## src/include/board_params.svh

```systemverilog
// Board wrapper parameters
`ifndef BOARD_PARAMS_SVH
`define BOARD_PARAMS_SVH

// Data widths
`define BOARD_STATUS_W          64
`define BOARD_COLORW            4
`define BOARD_OUTW              8
`define BOARD_JOYW              10
`define BOARD_BTN_W             2

// Game side sees pressed buttons as zero
`define BOARD_INPUTS_ACTIVE_LOW 1

// OSD status bit positions
`define BOARD_ST_ROTATE         1
`define BOARD_ST_SCANLINES      3
`define BOARD_ST_FXLEVEL        6
`define BOARD_ST_NOFM           8
`define BOARD_ST_NOPSG          9
`define BOARD_ST_TEST           10
`define BOARD_ST_PAUSE          11
`define BOARD_ST_FLIP           12
`define BOARD_ST_AUTOFIRE       18

// Joystick bit of button 0
`define BOARD_FIRE_BIT          4

`endif

```

## src/source/board_pkg.sv

```systemverilog
// Board wrapper types
`include "board_params.svh"

package board_pkg;

    // Raw OSD status word
    typedef logic [`BOARD_STATUS_W-1:0] status_word_t;

    // Bits 3..0 directions, bits 9..4 buttons
    typedef logic [`BOARD_JOYW-1:0] joy_t;

    // One bit per player
    typedef logic [`BOARD_BTN_W-1:0] btn_t;

    // Colour components
    typedef logic [`BOARD_COLORW-1:0] color_t;
    typedef logic [`BOARD_OUTW-1:0]   color8_t;

    // Decoded OSD settings, 13 bits
    typedef struct packed {
        logic [1:0] rotate;
        logic [2:0] scanlines;
        logic [1:0] fxlevel;
        logic       enable_fm;
        logic       enable_psg;
        logic       dip_test;
        logic       osd_pause;
        logic       dip_flip;
        logic       autofire;
    } board_settings_t;

    // Game pixel
    typedef struct packed {
        color_t r;
        color_t g;
        color_t b;
    } game_rgb_t;

    // Widened pixel
    typedef struct packed {
        color8_t r;
        color8_t g;
        color8_t b;
    } out_rgb_t;

endpackage

```

## src/source/board_status_decode.sv

```systemverilog
// OSD status decoder
`timescale 1ns/100ps
`include "board_params.svh"

module board_status_decode (
    input  logic                       clk_sys,
    input  logic                       rst,
    input  board_pkg::status_word_t    status,
    output board_pkg::board_settings_t settings
);
    import board_pkg::*;

    // Sound enabled, everything else off
    localparam board_settings_t SETTINGS_RST = '{
        enable_fm:  1'b1,
        enable_psg: 1'b1,
        default:    '0
    };

    board_settings_t decoded;

    always_comb begin
        decoded.rotate     = status[`BOARD_ST_ROTATE +: 2];
        decoded.scanlines  = status[`BOARD_ST_SCANLINES +: 3];
        decoded.fxlevel    = status[`BOARD_ST_FXLEVEL +: 2];
        // The OSD stores sound disables
        decoded.enable_fm  = ~status[`BOARD_ST_NOFM];
        decoded.enable_psg = ~status[`BOARD_ST_NOPSG];
        decoded.dip_test   = status[`BOARD_ST_TEST];
        decoded.osd_pause  = status[`BOARD_ST_PAUSE];
        decoded.dip_flip   = status[`BOARD_ST_FLIP];
        decoded.autofire   = status[`BOARD_ST_AUTOFIRE];
    end

    always_ff @(posedge clk_sys) begin
        if (rst) begin
            settings <= SETTINGS_RST;
        end else begin
            settings <= decoded;
        end
    end

    // FM enable follows the status bit one cycle later
    a_fm_follow: assert property (
        @(posedge clk_sys) disable iff (rst)
        !rst |=> settings.enable_fm == ~$past(status[`BOARD_ST_NOFM])
    ) else $error("enable_fm does not track the NOFM status bit");

endmodule

```

## src/source/board_input_map.sv

```systemverilog
// Player input mapping
`timescale 1ns/100ps
`include "board_params.svh"

module board_input_map (
    input  logic            clk_sys,
    input  logic            rst,
    input  logic            vs,
    input  logic            downloading,
    input  logic            board_pause,
    input  logic            autofire,
    input  logic            osd_pause,
    input  board_pkg::joy_t board_joystick1,
    input  board_pkg::joy_t board_joystick2,
    input  board_pkg::btn_t board_coin,
    input  board_pkg::btn_t board_start,
    output board_pkg::joy_t game_joystick1,
    output board_pkg::joy_t game_joystick2,
    output board_pkg::btn_t game_coin,
    output board_pkg::btn_t game_start,
    output logic            dip_pause
);
    import board_pkg::*;

    localparam logic POL     = 1'(`BOARD_INPUTS_ACTIVE_LOW);
    // Levels seen by the game with nothing pressed
    localparam joy_t JOY_REL = {`BOARD_JOYW{POL}};
    localparam btn_t BTN_REL = {`BOARD_BTN_W{POL}};

    logic vs_l;
    logic pause_l;
    logic fire_phase;
    logic pause_tgl;
    logic fire_gate;

    function automatic joy_t map_joy(input joy_t board, input logic hold, input logic gate);
        joy_t press;
        press = hold ? '0 : board;
        press[`BOARD_FIRE_BIT] = press[`BOARD_FIRE_BIT] & gate;
        return press ^ JOY_REL;
    endfunction

    function automatic btn_t map_btn(input btn_t board, input logic hold);
        btn_t press;
        press = hold ? '0 : board;
        return press ^ BTN_REL;
    endfunction

    // Held fire only reaches the game on every other frame
    assign fire_gate = ~autofire | fire_phase;

    // Edge detectors, autofire phase and pause toggle
    always_ff @(posedge clk_sys) begin
        if (rst) begin
            vs_l       <= 1'b0;
            pause_l    <= 1'b0;
            fire_phase <= 1'b0;
            pause_tgl  <= 1'b0;
        end else begin
            vs_l    <= vs;
            pause_l <= board_pause;
            if (vs && !vs_l) begin
                fire_phase <= ~fire_phase;
            end
            if (board_pause && !pause_l) begin
                pause_tgl <= ~pause_tgl;
            end
        end
    end

    always_ff @(posedge clk_sys) begin
        if (rst) begin
            game_joystick1 <= JOY_REL;
            game_joystick2 <= JOY_REL;
            game_coin      <= BTN_REL;
            game_start     <= BTN_REL;
        end else begin
            game_joystick1 <= map_joy(board_joystick1, downloading, fire_gate);
            game_joystick2 <= map_joy(board_joystick2, downloading, fire_gate);
            game_coin      <= map_btn(board_coin, downloading);
            game_start     <= map_btn(board_start, downloading);
        end
    end

    assign dip_pause = pause_tgl | osd_pause;

    // Nothing reaches the game while a ROM loads
    a_download_hold: assert property (
        @(posedge clk_sys) disable iff (rst)
        downloading |=> game_joystick1 == JOY_REL && game_joystick2 == JOY_REL &&
                        game_coin == BTN_REL && game_start == BTN_REL
    ) else $error("game inputs pressed during download");

endmodule

```

## src/source/board_video_out.sv

```systemverilog
// Video output stage
`timescale 1ns/100ps

module board_video_out (
    input  logic                 clk_sys,
    input  logic                 rst,
    input  logic                 pxl_cen,
    input  logic                 LHBL,
    input  logic                 LVBL,
    input  logic [2:0]           scanlines,
    input  board_pkg::game_rgb_t game_rgb,
    output board_pkg::out_rgb_t  base_rgb,
    output logic                 base_lhbl,
    output logic                 base_lvbl,
    output logic                 video_de
);
    import board_pkg::*;

    logic       lhbl_l;
    logic       odd_line;
    logic       active;
    logic [1:0] sl_mode;
    out_rgb_t   wide_rgb;
    out_rgb_t   pix_rgb;

    // Bit replication keeps full white at full scale
    function automatic color8_t widen(input color_t c);
        return {c, c};
    endfunction

    function automatic color8_t dim(input color8_t v, input logic [1:0] mode);
        case (mode)
            2'd1:    return v - (v >> 2);
            2'd2:    return v >> 1;
            2'd3:    return v >> 2;
            default: return v;
        endcase
    endfunction

    assign sl_mode = scanlines[1:0];
    assign active  = LHBL & LVBL;

    always_comb begin
        wide_rgb.r = widen(game_rgb.r);
        wide_rgb.g = widen(game_rgb.g);
        wide_rgb.b = widen(game_rgb.b);
        pix_rgb    = wide_rgb;
        // Odd lines darker, parity from before this strobe
        if (odd_line) begin
            pix_rgb.r = dim(wide_rgb.r, sl_mode);
            pix_rgb.g = dim(wide_rgb.g, sl_mode);
            pix_rgb.b = dim(wide_rgb.b, sl_mode);
        end
        if (!active) begin
            pix_rgb = '0;
        end
    end

    always_ff @(posedge clk_sys) begin
        if (rst) begin
            base_rgb  <= '0;
            base_lhbl <= 1'b0;
            base_lvbl <= 1'b0;
            video_de  <= 1'b0;
            lhbl_l    <= 1'b0;
            odd_line  <= 1'b0;
        end else if (pxl_cen) begin
            base_rgb  <= pix_rgb;
            base_lhbl <= LHBL;
            base_lvbl <= LVBL;
            video_de  <= active;
            lhbl_l    <= LHBL;
            // Count lines on the start of horizontal blank
            if (!LVBL) begin
                odd_line <= 1'b0;
            end else if (lhbl_l && !LHBL) begin
                odd_line <= ~odd_line;
            end
        end
    end

    a_blank_black: assert property (
        @(posedge clk_sys) disable iff (rst)
        !video_de |-> base_rgb == '0
    ) else $error("colour present outside the active area");

endmodule

```

## src/source/board_frame.sv

```systemverilog
// Board wrapper top level
`timescale 1ns/100ps

module board_frame (
    input  logic                     clk_sys,
    input  logic                     rst,
    input  board_pkg::status_word_t  status,
    // Inputs
    input  logic                     vs,
    input  logic                     downloading,
    input  logic                     board_pause,
    input  board_pkg::joy_t          board_joystick1,
    input  board_pkg::joy_t          board_joystick2,
    input  board_pkg::btn_t          board_coin,
    input  board_pkg::btn_t          board_start,
    output board_pkg::joy_t          game_joystick1,
    output board_pkg::joy_t          game_joystick2,
    output board_pkg::btn_t          game_coin,
    output board_pkg::btn_t          game_start,
    output logic                     dip_pause,
    // Video
    input  logic                     pxl_cen,
    input  logic                     LHBL,
    input  logic                     LVBL,
    input  board_pkg::game_rgb_t     game_rgb,
    output board_pkg::out_rgb_t      base_rgb,
    output logic                     base_lhbl,
    output logic                     base_lvbl,
    output logic                     video_de,
    // Settings for the game
    output logic [1:0]               rotate,
    output logic [2:0]               scanlines,
    output logic [1:0]               dip_fxlevel,
    output logic                     enable_fm,
    output logic                     enable_psg,
    output logic                     dip_test,
    output logic                     dip_flip
);
    import board_pkg::*;

    board_settings_t settings;

    assign rotate      = settings.rotate;
    assign scanlines   = settings.scanlines;
    assign dip_fxlevel = settings.fxlevel;
    assign enable_fm   = settings.enable_fm;
    assign enable_psg  = settings.enable_psg;
    assign dip_test    = settings.dip_test;
    assign dip_flip    = settings.dip_flip;

    board_status_decode u_decode (
        .clk_sys  ( clk_sys  ),
        .rst      ( rst      ),
        .status   ( status   ),
        .settings ( settings )
    );

    board_input_map u_inputs (
        .clk_sys         ( clk_sys            ),
        .rst             ( rst                ),
        .vs              ( vs                 ),
        .downloading     ( downloading        ),
        .board_pause     ( board_pause        ),
        .autofire        ( settings.autofire  ),
        .osd_pause       ( settings.osd_pause ),
        .board_joystick1 ( board_joystick1    ),
        .board_joystick2 ( board_joystick2    ),
        .board_coin      ( board_coin         ),
        .board_start     ( board_start        ),
        .game_joystick1  ( game_joystick1     ),
        .game_joystick2  ( game_joystick2     ),
        .game_coin       ( game_coin          ),
        .game_start      ( game_start         ),
        .dip_pause       ( dip_pause          )
    );

    board_video_out u_video (
        .clk_sys   ( clk_sys            ),
        .rst       ( rst                ),
        .pxl_cen   ( pxl_cen            ),
        .LHBL      ( LHBL               ),
        .LVBL      ( LVBL               ),
        .scanlines ( settings.scanlines ),
        .game_rgb  ( game_rgb           ),
        .base_rgb  ( base_rgb           ),
        .base_lhbl ( base_lhbl          ),
        .base_lvbl ( base_lvbl          ),
        .video_de  ( video_de           )
    );

endmodule

```

## config.mk

```make
export PLATFORM = sky130hd
export DESIGN_NAME = board_frame
export DESIGN_NICKNAME = d
export VERILOG_FILES = /design/src/source/board_pkg.sv /design/src/source/board_status_decode.sv /design/src/source/board_input_map.sv /design/src/source/board_video_out.sv /design/src/source/board_frame.sv
export VERILOG_INCLUDE_DIRS = /design/src /design/src/include
export SDC_FILE = /design/constraint.sdc
export NUM_CORES = 1
export LEC_CHECK = 0
export CORE_UTILIZATION = 63
export DETAILED_ROUTE_END_ITERATION = 10
export DONT_BUFFER_PORTS = 1
export HOLD_SLACK_MARGIN = 0.12
export PLACE_DENSITY = 0.85
export SLEW_MARGIN = 20
export SYNTH_ARGS = -nofsm -noshare
export SYNTH_HDL_FRONTEND = slang
export SYNTH_HIERARCHICAL = 1
export SYNTH_SLANG_ARGS = --single-unit
export TNS_END_PERCENT = 5
```

## constraint.sdc

```tcl
create_clock -name clk_sys -period 2.6 [get_ports clk_sys]
set_input_delay 0.52 -clock clk_sys [delete_from_list [all_inputs] [get_ports clk_sys]]
set_output_delay 0.52 -clock clk_sys [all_outputs]
set_load 0.005 [all_outputs]
```

; After elaboration in Yosys (flattened, before gate mapping)
; Cells that the tools add are included.
[op_classes]
addsub = 3
eq_ne = 4
mux = 11
n_bitwise = 15
reduce_logical = 7
[ops]
columns = operator, count
row1 = 8-bit case mux with 3 select lines, 3
row2 = 24-bit 2-to-1 mux, 2
row3 = 8-bit by 6-bit subtractor with 8-bit output, 3
row4 = 10-bit 2-to-1 mux, 2
row5 = 10-bit inverter, 2
row6 = 1-bit inverter, 6
row7 = "2-bit == test, second input constant", 2
row8 = 2-bit 2-to-1 mux, 2
row9 = 2-bit inverter, 2
row10 = 1-bit AND, 3
row11 = 1-bit logical AND, 3
row12 = 1-bit zero test, 3
row13 = "2-bit by 1-bit == test with 1-bit output, second input constant", 1
row14 = 1-bit 2-to-1 mux, 2
row15 = "2-bit by 1-bit inequality test with 1-bit output, second input constant", 1
row16 = 1-bit bitwise OR, 2
row17 = 2-bit AND reduction, 1
[totals]
reg_bits = 69

; Longest topological paths before layout
[depth]
depth_word = 4
ltp_mapped = 9
mapped_depth_nobuf = 9

; Cells and area by module
; Netlist, hierarchy kept.
[by_module_without_submodules]
columns = module, instances, cells_per_inst, area_per_inst_um2
row1 = board_video_out, 1, 293, 2250.9
row2 = board_input_map, 1, 67, 772.0
row3 = board_status_decode, 1, 27, 349.1

; Worst setup path after synthesis
; OpenSTA, ideal clock, no wires.
[synth_path]
kind = in2reg
startpoint = in game_rgb[7] (netlist bit)
endpoint = reg u_video/base_rgb[15] (netlist name)
setup_ns = 0.134
arrival_time_ns = 2.226
t_required_ns = 2.466
setup_slack_ns = 0.241
cell_stages = 8
path_buffers = 1
path_cell_list = clkbuf_1 -> inv_1 -> ha_1 -> nor4b_1 -> o21bai_1 -> a2111oi_1 -> mux2i_1 -> o22ai_1
[synth_between]
elab_chain_len = 4
[synth_lines]
columns = item, line
row1 = "start, declared", board_frame.sv:25  ; input board_pkg::game_rgb_t game_rgb,
row2 = 8-bit by 6-bit subtractor with 8-bit output, board_video_out.sv:33  ; 2'd1: return v - (v >> 2);
row3 = 8-bit case mux with 3 select lines, board_video_out.sv:32  ; case (mode)
row4 = 24-bit 2-to-1 mux *, board_video_out.sv:49  ; if (odd_line) begin
row5 = 24-bit 2-to-1 mux *, board_video_out.sv:54  ; if (!active) begin
; Mark *: on every way between the ends. The rest lies on a longest branch, timed or not.
; A chain may end at the register's enable or synchronous reset.

; Final worst setup path
[layout_path]
startpoint = in game_rgb[0] (netlist bit)
endpoint = reg u_video/base_rgb[6] (netlist name)
[layout_between]
elab_chain_len = 4
[layout_lines]
columns = item, line
row1 = 8-bit by 6-bit subtractor with 8-bit output, board_video_out.sv:33
row2 = 8-bit case mux with 3 select lines, board_video_out.sv:32
row3 = 24-bit 2-to-1 mux, board_video_out.sv:49
row4 = 24-bit 2-to-1 mux, board_video_out.sv:54
; Every way passes these cells.

==> out/metrics.yaml <==
status:
  outcome: "complete, no violations"
logic_synthesis:
  synth_seq_cells: 69
  seq_area_frac_synth_pct: 41.0
  ys_types: 64
  synthFlopType: "dfxtp_1"
  synthesis.nets: 513
  avgSynthCellArea_um2: 8.71
  synth.cell_area_mm2: 0.00337
  async_reset_ff_share_pct: 0
  netlist_instances: 387
  ys.warnings.count: 6
  synth_edf_count: 0
setup_path:
  critPathLaunchType: "input port"
  crit_arrival_ps: 2190
  crit_fanout: 4
  path_class: "input port to register"
  end_kind: "register"
  required_ps: 2890
place:
  dp.cells: 441
  post-place-ws_ps: 353
  numPortBuffers: 0
  gp_congestion: 0.923
  dp_hpwl_um: 5590
drt:
  drcViolationCount: 0
  firstDrtPassIters: 5
  ant_nets: 0
  vias: 2880
  routedWlPerCell_um: 17.8
  first_iter_violations: 323
  wirelength_um: 8110
  viasPerCell: 6.32
finish:
  layout_common_cells: "69 x dfxtp_1, 46 x nand2_1, 24 x a21oi_1"
  drive_gt1_share_pct: 8.29
  area_growth_pct: 7.68
  stdcell_count: 456
  nets: 508
  layout_commonest_cell: "dfxtp_1"
  antennaDiodeCount: 0
clocking:
  clock_sinks: 69
  tritoncts: "yes"
  numCtsBuffers: 9
  clkTransAtPathRegs_ps: 70
  postCtsHoldBufs: 0
  post_cts_resized: 0
  clockBufferDepth: 2
  insertion_delay_ps: 340
  htreeDepth: 3
  post_cts_buffers: 0
  root_buffer: "clkbuf_8"
floorplanning:
  core_area_mm2: 0.00514
  die_w_um: 75.2
  io_pins: 171
  core.rowCount: 26
  die_h_um: 75.2
  die-area_mm2: 0.00565
  initial_core_util_pct: 65.6
timing:
  setup_viol_count_final: 0
  finalWorstSetupSlack_ps: 697
  setup_tns_ps: 0
  fmax_mhz: 525
  drv_slew: 0
  fin_skew_ps: 5.82
  finalHoldViolCount: 0
  rsz0062_at_grt: "false"
  max_slew_margin_pct: 49.5
  post-route-min-period_ps: 1900
  fin_crit_sh_pct: 73.2
  worst_pin_slew_ps: 754
global_routing:
  grt_pass1_vias: 2667
  grt_pass1_wl_um: 12300
  grt_max_degree: 44
  gr-total-overflow: 0
  grt_usage_pct: 29.3
  grt_antenna_before_repair: 0
power:
  ir_drop_mv: 0.453
  p_per_area_mw_per_mm2: 673
  cellLeakagePower_nw: 1.43
worst_hold_path:
  min_path_type: "input port to register"
job:
  drv_cap: 0
[cell families after synthesis]
| group | count (synthesis) | synth area share (%) |
|---|---|---|
| xor gates and xnor gates | 3 | 0.779 |
| and+or+nand+nor | 120 | 17.7 |
| muxes | 15 | 4.56 |
| DFF | 69 | 41.0 |
| adders and majority gates | 18 | 7.35 |
| AOI/OAI and AO/OA | 120 | 23.3 |
| buffers and inverters | 42 | 5.34 |
[state kept, by name, indices dropped and copies added, names as in the netlist, 2 cells and up]
signal,flops
u_decode/settings,13
u_inputs/game_coin,2
u_inputs/game_joystick1,10
u_inputs/game_joystick2,10
u_inputs/game_start,2
u_video/base_rgb,24
[report_power, final]
group	total, mW	switching (mW)	internal (mW)
sequential	1.13	0.0258	1.10
combinational	0.275	0.158	0.117
clock	1.04	0.406	0.633
[layout make-up]
class | instances | area [µm²]
timing repair buffer | 5 | 37.5
clock inverter | 6 | 111
clock buffer | 9 | 124
tap | 70 | 87.6
fill | 441 | 1510
multi-input combinational | 276 | 1810
inverter | 21 | 78.8
sequential | 69 | 1380
[synth_stat cells, types with 2 or more instances]
master / number / area (µm²)
buf_6: 2 / 22.5
a32oi_1: 2 / 17.5
a2bb2oi_1: 2 / 17.5
o2bb2ai_1: 2 / 17.5
o32ai_1: 3 / 26.3
clkbuf_1: 14 / 52.6
nand2_1: 46 / 173
and2b_2: 2 / 17.5
dfxtp_1: 69 / 1380
fa_1: 3 / 60.1
nor2b_1: 18 / 113
inv_2: 4 / 15.0
a22oi_1: 7 / 52.6
a21boi_1: 2 / 15.0
nor2_1: 23 / 86.3
buf_2: 3 / 15.0
a21oi_1: 24 / 120
a211oi_1: 11 / 82.6
a311oi_1: 2 / 17.5
o221ai_1: 2 / 17.5
o21bai_1: 3 / 22.5
mux2i_1: 12 / 120
mux2_2: 2 / 22.5
nand3_1: 5 / 25.0
a221oi_1: 2 / 17.5
o21ai_0: 14 / 70.1
o21ai_1: 21 / 105
inv_1: 17 / 63.8
ha_1: 15 / 188
o22ai_1: 6 / 37.5
a21o_1: 4 / 30.0
nand2b_1: 10 / 62.6
nor4_1: 3 / 18.8
xnor2_1: 2 / 17.5
[per-stage QoR]
step / hold WS (ps) / util [%] / total power, mW / cell area [µm²]
2_1_floorplan: 435 / - / 1.38 / 3370
3_3_place_gp: 446 / 66.1 / 1.41 / 3400
3_5_place_dp: 452 / 66.1 / 1.42 / 3400
4_1_cts: 223 / 70.6 / 2.44 / 3630
5_1_grt: 224 / 70.6 / 2.53 / 3630
6_report: 231 / 70.6 / 2.44 / 3630
[worst max-delay path: stages]
cell and delay, ps:
inv_1 60, ha_1 190, inv_1 60, fa_1 430, nor4_1 270, o21bai_1 140, o32ai_1 220, o2bb2ai_1 160
a22o_1 140
[path summary, 6_finish.rpt]
check,start,to,slack (ps),cells after the start
worst max register to register,u_video/odd_line,u_video/base_rgb[12],760,6
worst min register to register,u_video/base_rgb[21],u_video/base_rgb[21],460,2
worst max-delay path,game_rgb[0],u_video/base_rgb[6],700,9
worst min-delay path,board_joystick2[8],u_inputs/game_joystick2[8],230,1
[routing by layer]
layer / GRT usage, % / up-vias / part of all wire (%)
li1: - / 1362 / -
met1: 34.3 / 1323 / 40
met2: 47.4 / 177 / 47
met3: 9.77 / 18 / 11
met4: 16.3 / 0 / 2.0
met5: 0 / - / 0
Power figures use the tool's default switching activity.
